==> config.mk <==
export PLATFORM = sky130hd
export DESIGN_NAME = rom_loader
export DESIGN_NICKNAME = d
export VERILOG_FILES = /design/src/hw/loader_pkg.sv /design/src/hw/dl_bus_if.sv /design/src/hw/byte_decrypt.sv /design/src/hw/eeprom_dump.sv /design/src/hw/load_ctrl.sv /design/src/hw/region_map.sv /design/src/hw/rom_loader.sv
export VERILOG_INCLUDE_DIRS = /design/src /design/src/hw
export SDC_FILE = /design/constraint.sdc
export NUM_CORES = 1
export LEC_CHECK = 0
export BUFFER_PORTS_ARGS = -buffer_cell sky130_fd_sc_hd__buf_4
export CORE_MARGIN = 1
export CORE_UTILIZATION = 43
export CTS_BUF_LIST = sky130_fd_sc_hd__clkbuf_8 sky130_fd_sc_hd__clkbuf_16
export DETAILED_ROUTE_END_ITERATION = 10
export GPL_TIMING_DRIVEN = 0
export MAX_ROUTING_LAYER = met4
export PLACE_DENSITY = 0.77
export SYNTH_ARGS = -nofsm -noshare
export SYNTH_HDL_FRONTEND = slang
export SYNTH_HIERARCHICAL = 1
export SYNTH_SLANG_ARGS = --single-unit
==> constraint.sdc <==
create_clock -name clk -period 7.98 [get_ports clk]
set_input_delay 0.798 -clock clk [delete_from_list [all_inputs] [get_ports clk]]
set_output_delay 0.798 -clock clk [all_outputs]
set_load 0.1 [all_outputs]
==> src/hw/loader_settings.svh <==
`ifndef LOADER_SETTINGS_SVH
`define LOADER_SETTINGS_SVH

// header layout in bytes
`define LOADER_START_BYTES   8
`define LOADER_START_HEADER  16
`define LOADER_REGSIZE       24
`define LOADER_FULL_HEADER   64

// kabuki key bytes, both ends included
`define LOADER_KABUKI_FIRST  48
`define LOADER_KABUKI_LAST   58

// bit 7 enables decryption, bit 6 is the key bit
`define LOADER_CFG_BYTE      39

// word offsets into the sdram
`define LOADER_CPU_OFFSET    22'h000000
`define LOADER_SND_OFFSET    22'h080000
`define LOADER_PCM_OFFSET    22'h100000
`define LOADER_GFX_OFFSET    22'h000000

`define LOADER_EEPROM_AW     7
`define LOADER_CLR_AW        8   // words cleared after a download

`endif

==> src/hw/loader_pkg.sv <==
package loader_pkg;

    // kilobyte starts, snd comes from header bytes 0 and 1
    typedef struct packed {
        logic [15:0] qsnd;
        logic [15:0] gfx;
        logic [15:0] pcm;
        logic [15:0] snd;
    } start_kb_t;

    // filled a byte at a time, read as region starts
    typedef union packed {
        logic [7:0][7:0] bytes;
        start_kb_t       kb;
    } start_table_t;

    typedef enum logic [2:0] {
        cpu  = 3'd0,
        snd  = 3'd1,
        pcm  = 3'd2,
        gfx  = 3'd3,
        qsnd = 3'd4
    } region_e;

    localparam logic [1:0] bank_cpu   = 2'd3;
    localparam logic [1:0] bank_gfx   = 2'd2;
    localparam logic [1:0] bank_other = 2'd1;

endpackage

==> src/hw/dl_bus_if.sv <==
`timescale 1ns/1ps

interface dl_bus_if;
    logic [24:0] addr;
    logic [7:0]  data;
    logic        wr;          // one cycle strobe
    logic        ram;         // eeprom path instead of rom
    logic        downloading;

    modport ctrl_mp  (input addr, data, wr, ram, downloading);
    modport map_mp   (input addr);
    modport crypt_mp (input addr, data, wr, ram, downloading);
    modport dump_mp  (input addr, data, wr, ram);

endinterface

==> src/hw/byte_decrypt.sv <==
`timescale 1ns/1ps
`include "loader_settings.svh"

module byte_decrypt (
    input  logic                clk,
    input  logic                rst,
    dl_bus_if.crypt_mp          bus,
    input  loader_pkg::region_e region,
    input  logic                idx_b19,
    output logic [7:0]          dec_byte
);
    import loader_pkg::*;

    logic       enable;
    logic       key_bit;
    logic       apply;
    logic [7:0] xored;

    always_ff @(posedge clk) begin
        if (rst || !bus.downloading) begin
            enable  <= 1'b0;
            key_bit <= 1'b0;
        end else if (bus.wr && !bus.ram && bus.addr == 25'(`LOADER_CFG_BYTE)) begin
            {enable, key_bit} <= bus.data[7:6];
        end
    end

    // each input bit picks a fixed pattern
    always_comb begin
        xored = 8'h00;
        if (bus.data[0])  xored = xored ^ 8'h04;
        if (bus.data[1])  xored = xored ^ 8'h21;
        if (bus.data[2])  xored = xored ^ 8'h01;
        if (!bus.data[3]) xored = xored ^ 8'h50;  // inverted sense
        if (bus.data[4])  xored = xored ^ 8'h40;
        if (bus.data[5])  xored = xored ^ 8'h06;
        if (bus.data[6])  xored = xored ^ 8'h08;
        if (!bus.data[7]) xored = xored ^ 8'h88;  // inverted sense
    end

    assign apply    = enable && region == cpu && idx_b19 && (bus.addr[0] != key_bit);
    assign dec_byte = apply ? xored : bus.data;

endmodule

==> src/hw/eeprom_dump.sv <==
`timescale 1ns/1ps
`include "loader_settings.svh"

module eeprom_dump (
    input  logic                         clk,
    input  logic                         rst,
    dl_bus_if.dump_mp                    bus,
    output logic [15:0]                  dump_din,
    output logic [`LOADER_EEPROM_AW-1:0] dump_addr,
    output logic                         dump_we,
    input  logic [15:0]                  dump_dout,
    output logic [7:0]                   data_to_sd
);
    logic ram_wr;

    assign ram_wr = bus.wr && bus.ram;

    always_ff @(posedge clk) begin
        if (rst) begin
            dump_we <= 1'b0;
        end else begin
            dump_we <= ram_wr;
        end
    end

    // odd bytes land in the upper half
    always_ff @(posedge clk) begin
        if (ram_wr) begin
            if (bus.addr[0]) begin
                dump_din[15:8] <= bus.data;
            end else begin
                dump_din[7:0] <= bus.data;
            end
        end
    end

    assign dump_addr  = bus.addr[`LOADER_EEPROM_AW:1];
    assign data_to_sd = bus.addr[0] ? dump_dout[15:8] : dump_dout[7:0];

endmodule

==> src/hw/load_ctrl.sv <==
`timescale 1ns/1ps
`include "loader_settings.svh"

module load_ctrl (
    input  logic                     clk,
    input  logic                     rst,
    dl_bus_if.ctrl_mp                bus,
    output loader_pkg::start_table_t starts,
    input  loader_pkg::region_e      region,
    input  logic [21:0]              word_addr,
    input  logic [1:0]               bank,
    input  logic [1:0]               mask,
    input  logic [7:0]               dec_byte,
    output logic [21:0]              prog_addr,
    output logic [15:0]              prog_data,
    output logic [1:0]               prog_mask,
    output logic [1:0]               prog_ba,
    output logic                     prog_we,
    output logic                     prom_we,
    input  logic                     prog_rdy,
    output logic                     cfg_we,
    output logic                     kabuki_we,
    output logic                     busy
);
    import loader_pkg::*;

    logic       rom_wr;
    logic       is_start;
    logic       is_cfg;
    logic       is_kabuki;
    logic       is_payload;
    logic       pay_wr;
    logic [7:0] pre_data;
    logic [1:0] kabuki_sr;  // two cycle pulse
    logic       dl_seen;    // a download ended, clear pending
    logic       clearing;
    logic       clr_start;
    logic       clr_ack;
    logic       clr_last;

    assign rom_wr     = bus.wr && !bus.ram;
    assign is_start   = bus.addr < 25'(`LOADER_START_BYTES);
    assign is_cfg     = !is_start && bus.addr < 25'(`LOADER_REGSIZE + `LOADER_START_HEADER);
    assign is_kabuki  = bus.addr >= 25'(`LOADER_KABUKI_FIRST)
                     && bus.addr <= 25'(`LOADER_KABUKI_LAST);
    assign is_payload = bus.addr >= 25'(`LOADER_FULL_HEADER);
    assign pay_wr     = rom_wr && is_payload;

    assign clr_start = !rom_wr && !bus.downloading && dl_seen && !clearing;
    assign clr_ack   = clearing && prog_we && prog_rdy;
    assign clr_last  = &prog_addr[`LOADER_CLR_AW-1:0];

    assign prog_data = {2{pre_data}};
    assign kabuki_we = kabuki_sr[0];

    // strobes and busy
    always_ff @(posedge clk) begin
        if (rst) begin
            prog_we   <= 1'b0;
            prom_we   <= 1'b0;
            cfg_we    <= 1'b0;
            kabuki_sr <= 2'b00;
            busy      <= 1'b0;
            dl_seen   <= 1'b0;
            clearing  <= 1'b0;
        end else begin
            cfg_we    <= rom_wr && is_cfg;
            kabuki_sr <= (rom_wr && is_kabuki) ? 2'b11 : kabuki_sr >> 1;
            if (rom_wr) begin
                busy    <= 1'b1;
                dl_seen <= 1'b1;
                if (is_payload) begin
                    prog_we <= region != qsnd;
                    prom_we <= region == qsnd;
                end
            end else if (clr_start) begin
                prog_we  <= 1'b1;  // first clear word
                prom_we  <= 1'b0;
                clearing <= 1'b1;
                dl_seen  <= 1'b0;
            end else if (clearing) begin
                if (clr_ack) begin
                    prog_we <= 1'b0;
                    if (clr_last) begin
                        clearing <= 1'b0;
                        busy     <= 1'b0;
                    end
                end else if (!prog_we) begin
                    prog_we <= 1'b1;   // next word
                end
            end else begin
                if (prog_rdy) prog_we <= 1'b0;
                if (!bus.downloading) prom_we <= 1'b0;
            end
        end
    end

    // start table and write payload
    always_ff @(posedge clk) begin
        if (rom_wr && is_start) begin
            starts.bytes <= {bus.data, starts.bytes[7:1]};
        end
        if (pay_wr) begin
            prog_addr <= word_addr;
            pre_data  <= dec_byte;
            prog_ba   <= bank;
            prog_mask <= mask;
        end else if (clr_start) begin
            prog_addr <= 22'd0;
            pre_data  <= 8'h00;
            prog_ba   <= 2'd0;
            prog_mask <= 2'b00;  // both bytes written
        end else if (clr_ack && !clr_last) begin
            prog_addr <= prog_addr + 22'd1;
        end
    end

endmodule

==> src/hw/region_map.sv <==
`timescale 1ns/1ps
`include "loader_settings.svh"

module region_map (
    dl_bus_if.map_mp               bus,
    input  loader_pkg::start_table_t starts,
    output loader_pkg::region_e      region,
    output logic [21:0]              word_addr,
    output logic [1:0]               bank,
    output logic [1:0]               mask,      // active low
    output logic                     idx_b19
);
    import loader_pkg::*;

    logic [24:0] byte_idx;
    logic [15:0] kb_idx;
    logic [15:0] start_kb;
    logic [21:0] offset;
    logic [24:0] rel_idx;

    assign byte_idx = bus.addr - 25'(`LOADER_FULL_HEADER);  // header excluded
    assign kb_idx   = {1'b0, byte_idx[24:10]};
    assign idx_b19  = byte_idx[19];

    // starts are expected in increasing order
    always_comb begin
        if (kb_idx >= starts.kb.qsnd) begin
            region = qsnd;
        end else if (kb_idx >= starts.kb.gfx) begin
            region = gfx;
        end else if (kb_idx >= starts.kb.pcm) begin
            region = pcm;
        end else if (kb_idx >= starts.kb.snd) begin
            region = snd;
        end else begin
            region = cpu;
        end
    end

    always_comb begin
        start_kb = 16'd0;
        offset   = `LOADER_CPU_OFFSET;
        bank     = bank_other;
        case (region)
            cpu: bank = bank_cpu;
            snd: begin
                start_kb = starts.kb.snd;
                offset   = `LOADER_SND_OFFSET;
            end
            pcm: begin
                start_kb = starts.kb.pcm;
                offset   = `LOADER_PCM_OFFSET;
            end
            gfx: begin
                start_kb = starts.kb.gfx;
                offset   = `LOADER_GFX_OFFSET;
                bank     = bank_gfx;
            end
            default: ;
        endcase
    end

    assign rel_idx = byte_idx - {start_kb[14:0], 10'd0};

    // q-sound rom wraps inside 8 kB
    assign word_addr = (region == qsnd) ? {10'd0, byte_idx[12:1]} : rel_idx[22:1] + offset;
    assign mask      = bus.addr[0] ? 2'b01 : 2'b10;

endmodule

==> src/hw/rom_loader.sv <==
`timescale 1ns/1ps
`include "loader_settings.svh"

module rom_loader (
    input  logic                         clk,
    input  logic                         rst,
    input  logic                         downloading,
    input  logic [24:0]                  ioctl_addr,
    input  logic [7:0]                   ioctl_data,
    input  logic                         ioctl_wr,
    input  logic                         ioctl_ram,
    output logic [7:0]                   ioctl_data2sd,
    output logic [21:0]                  prog_addr,
    output logic [15:0]                  prog_data,
    output logic [1:0]                   prog_mask,
    output logic [1:0]                   prog_ba,
    output logic                         prog_we,
    output logic                         prom_we,
    input  logic                         prog_rdy,
    output logic                         cfg_we,
    output logic                         kabuki_we,
    output logic                         busy,
    output logic [15:0]                  dump_din,
    input  logic [15:0]                  dump_dout,
    output logic [`LOADER_EEPROM_AW-1:0] dump_addr,
    output logic                         dump_we
);
    import loader_pkg::*;

    start_table_t starts;
    region_e      region;
    logic [21:0]  word_addr;
    logic [1:0]   bank;
    logic [1:0]   mask;
    logic         idx_b19;
    logic [7:0]   dec_byte;

    dl_bus_if bus ();

    assign bus.addr        = ioctl_addr;
    assign bus.data        = ioctl_data;
    assign bus.wr          = ioctl_wr;
    assign bus.ram         = ioctl_ram;
    assign bus.downloading = downloading;

    load_ctrl load_ctrl_inst (
        .clk       (clk),
        .rst       (rst),
        .bus       (bus.ctrl_mp),
        .starts    (starts),
        .region    (region),
        .word_addr (word_addr),
        .bank      (bank),
        .mask      (mask),
        .dec_byte  (dec_byte),
        .prog_addr (prog_addr),
        .prog_data (prog_data),
        .prog_mask (prog_mask),
        .prog_ba   (prog_ba),
        .prog_we   (prog_we),
        .prom_we   (prom_we),
        .prog_rdy  (prog_rdy),
        .cfg_we    (cfg_we),
        .kabuki_we (kabuki_we),
        .busy      (busy)
    );

    region_map region_map_inst (
        .bus       (bus.map_mp),
        .starts    (starts),
        .region    (region),
        .word_addr (word_addr),
        .bank      (bank),
        .mask      (mask),
        .idx_b19   (idx_b19)
    );

    byte_decrypt byte_decrypt_inst (
        .clk      (clk),
        .rst      (rst),
        .bus      (bus.crypt_mp),
        .region   (region),
        .idx_b19  (idx_b19),
        .dec_byte (dec_byte)
    );

    eeprom_dump eeprom_dump_inst (
        .clk        (clk),
        .rst        (rst),
        .bus        (bus.dump_mp),
        .dump_din   (dump_din),
        .dump_addr  (dump_addr),
        .dump_we    (dump_we),
        .dump_dout  (dump_dout),
        .data_to_sd (ioctl_data2sd)
    );

endmodule

==> results list, run 1 <==
- Of the cells placed in the final design, the portion with a size suffix greater than 1 is 0.334.
- In this run, the number of DRC markers left after iteration 0 of detailed routing was 621.
- Synthesis inferred 125 register bits.
- For this run, the leading register cell type out of synthesis is edfxtp_1.
- From synthesis to final layout, the design area changed by 28.7%.
- Total of max-cap violations: 0
- Leakage power figure: 4.42 nW
- The path class of the tightest hold or removal check is reg2reg.
- VDD sags by at most 158 uV.
* Clock H-tree levels: 4
* Share of synthesized flip-flops with an asynchronous set or reset: 0
- Via count of the first global-routing pass: 6,384
- The root buffer cell chosen for the clock tree is clkbuf_16.
- Vias after detailed routing: 6,630
- Setup repair after global routing left no endpoint under its margin.
- Grouping stages by cell kind, the critical path spends the most delay in simple AND/OR/NAND/NOR gates.
- Count of buffers inserted at the top-level ports: 133
- OpenSTA, run right after detailed placement, puts the worst setup slack at -1260 ps.
* Result of the run: finished, final reports clean
- Max Root-Sink Buffers: 2
* Fill cell instance count of the final layout: 1,522
- In this run the worst path has a maximum fanout of 10.
* Power density relative to cell area: 184 mW/mm^2
- Final std cells w/o fill: 1,169
- When the netlist entered floorplanning its net count stood at 880.
- Of the available clock period, the critical path in the final layout requires 0.970.
- In the global route stage, met1 resource usage came out at 0.288.
- In this run the tightest slew margin relative to its limit is 0.283.
- CP Data Required Time: 8240 ps
* Number of warnings issued by yosys: 6
- In the global route stage, met3 resource usage came out at 0.0482.
- After detailed routing, the average wire length per cell comes to 19.1 um.
- TritonCTS clock tree: built
- In this run the remaining antenna-violating nets after routing total 0.
- Based on the critical path, the design can be clocked at up to 0.129 GHz.
- Sequential-to-total area share from yosys stat: 0.445
* Antenna fix cells: 0
- Overall power consumption after layout is estimated at 1.94 mW.
- Final min period: 7740 ps
- Final std cell area, no fill: 0.0105 sq mm
- Category of the most critical setup path: in2reg
- The initialized floorplan defines 50 standard-cell rows.
* Gate count of the mapped netlist: 748
* Final hold vios: 0
- Mean Syn Cell Area: 10.9 sq um
* Area post-placement: 0.00956 sq mm
- Net count of the finished layout: 1,054
* Gr ovfl total: 0
- Entering global routing, the biggest net connects 18 pins.
* Cell repeated most along the worst path: ha_1
- After floorplanning, the core was sized to cover 0.0187 sq mm.
- The layer flagged by global routing as most heavily used is met2.
- Stage delay of the slowest cell on the critical path: 570 ps
- Across all setup checks in the final design, the least slack found is 242 ps.
- Together, buffers and inverters on the worst path number 3.
- Setup violations remaining at the end of the flow were counted as 0.
- Clk sinks: 125
- Area enclosed by the die boundary: 0.0196 sq mm
- The number of antenna violations at the first check in global routing was 0.
- Among all stages on the critical path, the largest delay is contributed by or4_4.
- STA classifies the critical path startpoint as an input pin.
* Width of the chip: 140 um
- Number of distinct standard cells referenced by the synthesized netlist: 74
* Starting density of the core: 0.438
* Source-to-sink clock delay at the later pin of the worst-skew pair: 430 ps
- Total detailed-routing wirelength: 22.3 mm
- Vertical die dimension: 140 um
- In the global route stage, overall resource usage came out at 0.237.
- Placer congestion estimate: 0.911
- For this run, design rule violations remaining after detail routing come to 0.
- Post-DP HPWL: 15.9 mm
- Actual transition at the worst max-transition pin: 1070 ps
- In this run, post-CTS hold repair placed 0 buffers.
- Met2 routing resource usage after global routing: 0.396
* Element type at the critical path end: flop
- Combined area of all synthesized cells: 0.00819 sq mm
- The max-slew violation count is 0.
- Setup skew after layout: 11.1 ps
* Clock buffers created by TritonCTS: 17
* Ports placed on the boundary: 134
- Clock slew at reported path FFs: 60 ps
* Number of synthesized flops with an enable pin: 114
- Setup TNS after final layout: 0 ps
* Arrival time worst endpoint: 8000 ps
- Once placement completed, the tool counted placed cells totaling 1,120.
- In the routed layout, each cell is associated on average with a via count of 5.67.
* TritonRoute pass-1 iters: 5
- Wire length of the first global-routing pass: 34.0 mm
-- power by group --
| group | internal [mW] | leakage, nW | total (mW) | switching (mW) |
|---|---|---|---|---|
| registers | 0.732 | 1.14 | 0.748 | 0.0159 |
| clock network | 0.407 | 0.271 | 0.734 | 0.327 |
| logic | 0.145 | 3.01 | 0.462 | 0.317 |
-- Yosys cell counts (4+ instances only) --
cell / number / area share
inv_1: 72 / 0.033
nand2b_1: 8 / 0.0061
o21bai_1: 4 / 0.0037
a211oi_1: 4 / 0.0037
edfxtp_1: 114 / 0.42
or3_1: 7 / 0.0053
a21oi_1: 33 / 0.020
and4_1: 4 / 0.0043
ha_1: 75 / 0.11
a21o_1: 8 / 0.0073
nand3_1: 21 / 0.013
and3_1: 8 / 0.0061
nor4_1: 12 / 0.0092
nand4_1: 8 / 0.0061
o21ai_1: 5 / 0.0031
dfxtp_1: 11 / 0.027
and2_1: 13 / 0.0099
mux2_4: 12 / 0.022
xnor2_1: 24 / 0.026
a31oi_1: 4 / 0.0031
o21ai_0: 16 / 0.0098
nor2_1: 34 / 0.016
nor3_1: 32 / 0.020
buf_6: 5 / 0.0069
nor2b_1: 10 / 0.0076
nand2_1: 50 / 0.023
a221oi_1: 12 / 0.013
o31ai_2: 15 / 0.023
xor2_1: 27 / 0.029
clkbuf_1: 10 / 0.0046
buf_4: 23 / 0.021
-- state kept, by name, summed over array words and instances (netlist names) --
register / cells
load_ctrl_inst/starts: 64
load_ctrl_inst/prog_addr: 22
eeprom_dump_inst/dump_din: 16
load_ctrl_inst/pre_data: 8
load_ctrl_inst/kabuki_sr: 2
load_ctrl_inst/prog_ba: 2
load_ctrl_inst/prog_mask: 2
byte_decrypt_inst/enable: 1
byte_decrypt_inst/key_bit: 1
eeprom_dump_inst/dump_we: 1
load_ctrl_inst/busy: 1
load_ctrl_inst/cfg_we: 1
load_ctrl_inst/clearing: 1
load_ctrl_inst/dl_seen: 1
load_ctrl_inst/prog_we: 1
load_ctrl_inst/prom_we: 1
-- per-layer routing --
| layer | vias to the layer above | routed length, um |
|---|---|---|
| li1 | 3070 | - |
| met3 | 34 | 1540 |
| met4 | 0 | 450 |
| met2 | 303 | 11100 |
| met5 | - | 0 |
| met1 | 3223 | 9210 |
-- worst register-to-register path, delay by kind of cell, from the launching register on --
kind            cells  cell delay [ps]
simple gates        7             1520
mux                 1              360
fa+ha+maj           5             1560
flops               1              410
buf+inv             2              260
compound gates     12             1930
xor+xnor            2              380
-- area by class of cell --
| cell class | count | area (sq um) | area share |
|---|---|---|---|
| clock inverter | 15 | 125 | 0.0119 |
| inverter | 72 | 270 | 0.0256 |
| timing repair buffer | 156 | 1200 | 0.114 |
| sequential | 125 | 3640 | 0.346 |
| buffer | 41 | 292 | 0.0277 |
| multi-input combinational | 509 | 4290 | 0.407 |
| clock buffer | 17 | 425 | 0.0404 |
| tap | 234 | 293 | 0.0278 |
-- repair_timing --
item,4_1_cts,5_1_grt
setup endpoints to repair,1,1
buffers inserted,14,4
gates cloned,0,0
gates resized for setup,33,19
pin swaps,10,11
-- through the flow --
step,hold WS (ps),utilization
floorplan,412,-
global placement,430,0.507
detailed placement,432,0.511
CTS,446,0.557
global route,454,0.563
finish,448,0.563
-- cell families after synthesis --
| group | Yosys count | synth area share |
|---|---|---|
| AO/OA/AOI/OAI | 126 | 0.115 |
| XOR/XNOR | 52 | 0.0575 |
| adder cells (fa/ha/maj) | 77 | 0.120 |
| buffers and inverters | 114 | 0.0679 |
| flip-flops | 125 | 0.445 |
| multiplexers | 18 | 0.0298 |
| AND/OR/NAND/NOR | 236 | 0.165 |
-- cell usage in the layout, fill, tap and decap left out, drive strengths merged, types with 24 or more instances in the layout --
master,n
xor2,27
nor3,33
nand2,51
ha,75
a21oi,34
buf,189
inv,82
clkbuf,25
nor2,35
xnor2,24
edfxtp,114
-- path summary, 6_finish.rpt --
kind	startpoint	endpoint	slack [ps]	cells after the start
min	load_ctrl_inst/starts[59]	load_ctrl_inst/starts[51]	450	0
max reg2reg	load_ctrl_inst/starts[16]	load_ctrl_inst/prog_addr[21]	1410	29
min reg2reg	load_ctrl_inst/starts[59]	load_ctrl_inst/starts[51]	450	0
max	ioctl_addr[17]	load_ctrl_inst/prog_addr[21]	240	35
Note: power is estimated with default switching activity, not from simulation.
==> inputs of run 2 (changes only) <==
--- a/config.mk
+++ b/config.mk
@@ -8,12 +8,12 @@
 export LEC_CHECK = 0
 export BUFFER_PORTS_ARGS = -buffer_cell sky130_fd_sc_hd__buf_4
 export CORE_MARGIN = 1
-export CORE_UTILIZATION = 43
-export CTS_BUF_LIST = sky130_fd_sc_hd__clkbuf_8 sky130_fd_sc_hd__clkbuf_16
+export CORE_UTILIZATION = 52
 export DETAILED_ROUTE_END_ITERATION = 10
 export GPL_TIMING_DRIVEN = 0
+export HOLD_SLACK_MARGIN = 0.1
 export MAX_ROUTING_LAYER = met4
-export PLACE_DENSITY = 0.77
+export PLACE_DENSITY = 0.88
 export SYNTH_ARGS = -nofsm -noshare
 export SYNTH_HDL_FRONTEND = slang
 export SYNTH_HIERARCHICAL = 1
==> run 2 against run 1 <==
Net effect:
- worst setup slack lost 96 ps
- die area shrank 17%
- power grew 0.40%
- sequential cell count is the same
- fmax shrank 1.2%
- routed wire length grew 9.6%
- critical endpoint unchanged
- largest power group unchanged
==> results list, run 2 (synthesis gave the netlist of run 1 again) <==
* Result of the run: finished, final reports clean
- Total Power Consumption: 1.95 mW (+0.40%)
- Total routing resource utilization after global routing: 0.308 (+0.0708)
- The wire length after detailed routing came to 24.4 mm (+9.6%).
- The number of top-level pins is 134 (unchanged).
* Clock root buffer: clkbuf_16
* Gr ovfl total: 0 (unchanged)
- Max Root-Sink Buffers: 2 (unchanged)
- The count of unresolved DRC violations after routing was 0 (unchanged).
- The part of the cycle the worst path needs is 0.982 (+0.0120).
- The met2 track demand over resource in global routing is 0.491 (+0.0945).
- The number of buffer cells added on primary ports is 133 (unchanged).
- The count of endpoints failing hold in the final timing report is 0 (unchanged).
- Core footprint: 0.0153 sq mm (-18%)
- The largest incremental delay on the critical path is 590 ps (+20 ps).
- R2r startpoint: load_ctrl_inst/starts[16]
- The final critical-path setup slack came to 146 ps (-95.7 ps).
- Post-DP HPWL: 15.8 mm (-0.38%)
- Most flops, register: load_ctrl_inst/starts
- Wire length of the first global-routing pass: 36.4 mm (+6.9%)
* Achievable Freq: 0.128 GHz (-1.2%)
* Total of max-cap violations: 0 (unchanged)
- The routability congestion estimate from global placement came to 0.927 (+1.8%).
* Global-route met1 utilization: 0.355 (+0.0669)
- The cell row count came to 45 (-10%).
- Area enclosed by the die boundary: 0.0162 sq mm (-17%)
* Met3 Resource Use GR: 0.0733 (+0.0251)
- Setup skew after layout: 12.4 ps (+1.30 ps)
* Clock buffers created by TritonCTS: 17 (unchanged)
- Setup slack on the worst flop-to-flop path: 1430 ps (+20 ps)
* Hold Crit Start: load_ctrl_inst/starts[62]
* Most used cells in the layout excluding fill and tap cells: 171 x buf_4, 114 x edfxtp_1, 75 x ha_1, 72 x inv_1, 49 x nand2_1
- Antenna violations before repair: 0 (unchanged)
* Arrival time worst endpoint: 8100 ps (+100 ps)
- The footprint of the multi-input gates was 0.00430 sq mm (about the same).
- Routing layer with the top usage in global route: met2
* Endpoint of the worst register-to-register path: load_ctrl_inst/prog_addr[21]
- The worst setup path is captured at a flop.
* Starting density of the core: 0.537 (+0.0989)
- Power density relative to cell area: 186 mW/mm^2 (+0.82%)
- Number of flip-flops in the largest register: 64 (unchanged)
- The required time reported for the critical path endpoint is 8240 ps (about the same).
* Via count of the first global-routing pass: 7,011 (+9.8%)
* Commonest non-fill, non-tap cell in the layout: buf_4
- The final number of setup-violating endpoints was 0 (unchanged).
- Vertical die dimension: 127 um (-8.9%)
- The worst hold path belongs to the class reg2reg.
* Vias after detailed routing: 7,128 (+7.5%)
* Clock slew at reported path FFs: 60 ps (about the same)
- Largest fanout on the critical path: 10 (unchanged)
* Net count of the finished layout: 1,051 (-0.28%)
- The layout cell share with drive strength beyond 1 was 0.328 (-0.00536).
* Registers with the most flip-flops: load_ctrl_inst/starts x64, load_ctrl_inst/prog_addr x22, eeprom_dump_inst/dump_din x16
- Final core utilization: 0.688 (+0.124)
- The violation count after the first detailed-route iteration is 778 (+25%).
- Clock H-tree levels: 4 (unchanged)
* Source-to-sink clock delay at the later pin of the worst-skew pair: 430 ps (about the same)
* Number of cells traversed by the worst hold path: 0 (unchanged)
- The die extent in x is 127 um (-8.9%).
- The cell count of the worst reg-to-reg path came to 29 (unchanged).
- Cell with the largest stage delay on the worst path: a2111oi_1
- The sequential cell area in the final layout was 0.00364 sq mm (unchanged).
- The pin count of the biggest net entering global routing is 19 (+1).
- Worst hold path endpoint: load_ctrl_inst/starts[54]
- Actual transition at the worst max-transition pin: 992 ps (-75.8 ps)
* Relative slew slack: 0.333 (+0.0509)
- Final Hold Slack: 449 ps (+1.15 ps)
* Final min period: 7830 ps (+95.7 ps)
- Mean number of vias per cell: 6.24 (+10%)
- The total negative slack is 0 ps (unchanged).
- Leakage power figure: 4.43 nW (+0.12%)
* Category of the most critical setup path: in2reg
- Antenna fix cells: 0 (unchanged)
- Area overhead of the layout relative to synthesis: 28.2%
* TritonCTS clock tree: built
* Placement-stage worst setup slack: -1280 ps (-21.7 ps)
- Routed wirelength normalized by instance count: 21.4 um (+12%)
- Critical path startpoint category: input pin
- TritonRoute pass-1 iters: 6 (+1)
- The remaining antenna violation count after routing came to 0 (unchanged).
- Peak ir drop on the vdd network: 151 uV (-4.3%)
* Clk sinks: 125 (unchanged)
- The max-slew violation count came to 0 (unchanged).
* Fill cell instance count of the final layout: 1,009 (-34%)
[run 2: cell count changes in the layout (fill, tap and decap cells not counted), sizes merged]
cell    delta
clkbuf     +2
inv        -1
buf        -4
[run 2: repair_timing]
action	in CTS	in global routing
hold buffers	0	0
pin swaps	8	9
resized for setup	30	22
endpoints found under the setup margin	1	1
buffers inserted	10	5
cloned	0	0
[run 2: power breakdown]
part	total, mW	internal (mW)	switching (mW)
clock	0.736	0.408	0.328
sequential	0.748	0.732	0.0160
combinational	0.467	0.144	0.324
total	1.95	1.28	0.667
[run 2: area by class of cell]
class                      count  share of cell area
sequential                   125               0.347
clock inverter                14              0.0117
multi-input combinational    509               0.409
tap                          211              0.0252
buffer                        41              0.0278
clock buffer                  18              0.0409
timing repair buffer         153               0.112
inverter                      72              0.0257
[run 2: how the worst max path moves through the flow]
stage	startpoint	endpoint	slack [ps]
after floorplan	ioctl_addr[11]	load_ctrl_inst/prog_addr[21]	480
after global placement	ioctl_addr[11]	load_ctrl_inst/prog_addr[21]	-1020
after detailed placement	ioctl_addr[11]	load_ctrl_inst/prog_addr[21]	-1280
after CTS	ioctl_addr[11]	load_ctrl_inst/prog_addr[21]	6
after global routing	ioctl_addr[8]	load_ctrl_inst/prog_addr[21]	-120
final	ioctl_addr[14]	load_ctrl_inst/prog_addr[21]	150
[run 2: worst max-delay path: cells and delay by family]
kind                       cells  cell delay, ps
buffers and inverters          3             510
muxes                          1             270
xor gates and xnor gates       3             780
adders and majority gates      5            1330
AOI/OAI and AO/OA             13            2460
and+or+nand+nor                9            1900
[run 2: routing by layer]
layer,vias to the layer above,wire length [um]
met3,112,2240
met4,0,1230
met2,525,11800
met5,-,0
li1,3072,-
met1,3419,9110
[run 2: per-stage QoR]
| step | cells | instance area, sq um |
|---|---|---|
| floorplan | 748 | 8190 |
| global placement | 1092 | 9460 |
| detailed placement | 1097 | 9540 |
| CTS | 1139 | 10400 |
| global route | 1143 | 10500 |
| finish | 1143 | 10500 |
==> inputs of run 3 (changes only) <==
--- a/config.mk
+++ b/config.mk
@@ -10,7 +10,7 @@
 export CORE_MARGIN = 1
 export CORE_UTILIZATION = 52
 export DETAILED_ROUTE_END_ITERATION = 10
-export GPL_TIMING_DRIVEN = 0
+export GPL_TIMING_DRIVEN = 1
 export HOLD_SLACK_MARGIN = 0.1
 export MAX_ROUTING_LAYER = met4
 export PLACE_DENSITY = 0.88
==> run 3 against run 2 <==
Net effect:
- core utilization down 2.9 points
- first-iteration DRC count down 29%
- clock skew down 3.4 ps
- worst setup slack improved by 180 ps
- critical path type unchanged
- largest cell class unchanged
==> results list, run 3 (synthesis gave the netlist of run 1 again) <==
* Result of the run: finished, final reports clean
- The worst hold slack after final layout is 449 ps (+0.133 ps).
- Final std cell area, no fill: 0.0101 sq mm (-4.2%)
- The total instance count after detailed placement is 1,071 (-2.4%).
- Final hold vios: 0 (unchanged)
* Core footprint: 0.0153 sq mm (unchanged)
- The total routing resource utilization after global routing came to 0.282 (-0.0259).
* Clock root buffer: clkbuf_16
* Area overhead of the layout relative to synthesis: 22.8%
- Commonest non-fill, non-tap cell in the layout: buf_4
- The remaining antenna violation count after routing came to 0 (unchanged).
- The transition time at the pin with the least slew margin came to 1160 ps (+170 ps).
- The flip-flop count of the largest register, all copies and words added was 64 (unchanged).
* Element type at the critical path end: flop
* Mean number of vias per cell: 6.06 (-2.8%)
- The largest individual stage delay along the critical path comes from the cell or4_4.
- Ratio of final minimum period to clock period: 0.960 (-0.0221)
- The power dissipated by switching net loads came to 635 uW (-4.8%).
- Largest fanout on the critical path: 5 (-5)
- The number of antenna violations at the first check in global routing is 0 (unchanged).
* Stage delay of the slowest cell on the critical path: 600 ps (about the same)
* Met2 routing resource usage after global routing: 0.459 (-0.0318)
* Met3 Resource Use GR: 0.0515 (-0.0218)
* Power density relative to cell area: 195 mW/mm^2 (+5.1%)
- The number of top-level pins came to 134 (unchanged).
* Clock H-tree levels: 4 (unchanged)
- The sink count of the clock tree is 125 (unchanged).
- Setup repair after global routing left no endpoint under its margin.
- Hold-fix buffer count after cts: 0 (unchanged)
* DRC violations left: 0 (unchanged)
- Routing layer with the top usage in global route: met2
* Net count of the finished layout: 1,015 (-3.4%)
- Most used cells in the layout excluding fill and tap cells: 158 x buf_4, 114 x edfxtp_1, 75 x ha_1, 72 x inv_1, 50 x nand2_1
* Area post-placement: 0.00935 sq mm (-2.0%)
* Post-DP HPWL: 15.8 mm (+0.16%)
* TritonCTS clock tree: built
- Final std cells w/o fill: 1,106 (-3.2%)
- The required time reported for the critical path endpoint came to 8200 ps (-40 ps).
- Share of power burned in registers: 0.381 (-0.002)
- Category of the most critical setup path: in2reg
- Total detailed-routing wirelength: 22.0 mm (-10%)
- The net switching fraction of the power came to 0.323 (-0.0188).
* Routed wirelength normalized by instance count: 19.9 um (-7.0%)
* Total of max-cap violations: 0 (unchanged)
* Source-to-sink clock delay at the later pin of the worst-skew pair: 430 ps (about the same)
- The vertical die dimension was 127 um (unchanged).
- Counting flops per register, the top entry is load_ctrl_inst/starts.
* Antenna fix cells: 0 (unchanged)
* Clock slew at reported path FFs: 60 ps (about the same)
- Arrival time worst endpoint: 7880 ps (-220 ps)
* Count of buffers inserted at the top-level ports: 133 (unchanged)
- Total Power Consumption: 1.97 mW (+0.72%)
* Placement-stage worst setup slack: -77.6 ps (+1210 ps)
* Setup slack on the worst flop-to-flop path: 1370 ps (-60 ps)
- Setup skew after layout: 9.02 ps (-3.41 ps)
- Global-route met1 utilization: 0.338 (-0.0164)
* Registers with the most flip-flops: load_ctrl_inst/starts x64, load_ctrl_inst/prog_addr x22, eeprom_dump_inst/dump_din x16
* Final min period: 7660 ps (-177 ps)
* Max Root-Sink Buffers: 2 (unchanged)
* TritonRoute pass-1 iters: 8 (+2)
* Pins Over Slew Limit: 0 (unchanged)
- Achievable Freq: 0.131 GHz (+2.3%)
- STA classifies the critical path startpoint as an input pin.
* Clock power share: 0.394 (+0.017)
* Drt first-iter violations: 556 (-29%)
- Internal power consumption: 1.33 mW (+3.6%)
- Clock buffers created by TritonCTS: 17 (unchanged)
- The final critical-path setup slack is 323 ps (+177 ps).
* Leakage power figure: 4.22 nW (-4.8%)
* Area enclosed by the die boundary: 0.0162 sq mm (unchanged)
- Starting density of the core: 0.537 (unchanged)
- Final setup viols: 0 (unchanged)
* Peak ir drop on the vdd network: 171 uV (+13%)
- The pin count of the biggest net entering global routing came to 65 (+46).
* Gr ovfl total: 0 (unchanged)
- The die extent in x was 127 um (unchanged).
* Relative slew slack: 0.225 (-0.109)
- Via count of the first global-routing pass: 6,411 (-8.6%)
* Share of cells above drive strength 1: 0.291 (-0.0378)
- Vias after detailed routing: 6,706 (-5.9%)
- Combinational share of power: 0.225 (-0.014)
* Worst hold path type: reg2reg
- The routability congestion estimate from global placement is 0.972 (+4.8%).
- Wire length of the first global-routing pass: 33.4 mm (-8.3%)
- The cell row count came to 45 (unchanged).
run 3: final cells by class:
| class | instances | area (sq um) |
|---|---|---|
| well taps | 211 | 264 |
| flip-flops and latches | 125 | 3640 |
| repair buffers | 158 | 1190 |
| clock inverters | 14 | 160 |
| inverters | 72 | 270 |
| clock buffers | 17 | 425 |
| fillers | 1080 | 5200 |
| multi-input cells | 509 | 4110 |
run 3: power by group through the flow:
stage | Combinational, mW | Sequential (mW) | Clock (mW)
CTS | 0.434 | 0.748 | 0.780
detailed placement | 0.431 | 0.761 | 0
finish | 0.443 | 0.749 | 0.774
global placement | 0.423 | 0.761 | 0
floorplan | 0.206 | 0.876 | 0
global route | 0.463 | 0.750 | 0.805
run 3: path summary, 6_finish.rpt:
kind | from | endpoint | depth (start not counted)
worst max-delay path | ioctl_addr[17] | load_ctrl_inst/prog_addr[21] | 33
worst min-delay path | load_ctrl_inst/starts[59] | load_ctrl_inst/starts[51] | 0
worst max register to register | load_ctrl_inst/starts[16] | load_ctrl_inst/prog_addr[21] | 28
worst min register to register | load_ctrl_inst/starts[59] | load_ctrl_inst/starts[51] | 0
run 3: metrics by stage:
step                TNS [ps]  utilization
floorplan                  0            -
global placement           0        0.613
detailed placement     -77.6        0.613
CTS                        0        0.651
global route               0        0.659
finish                     0        0.659
run 3: repair_timing:
item | in CTS | in global routing
gates resized for setup | 0 | 16
setup endpoints to repair | 0 | 1
setup buffers | 0 | 4
run 3: routing by layer:
layer	wire, um	share of wire
met2	10700	0.49
met3	1850	0.084
met1	8640	0.39
met5	0	0
met4	816	0.037
run 3: critical path: cells and delay by family:
kind                       cells  cell delay (ps)
muxes                          1              280
adders and majority gates      5             1500
buffers and inverters          2              200
and+or+nand+nor               10             2360
xor gates and xnor gates       3              800
AOI/OAI and AO/OA             12             1910
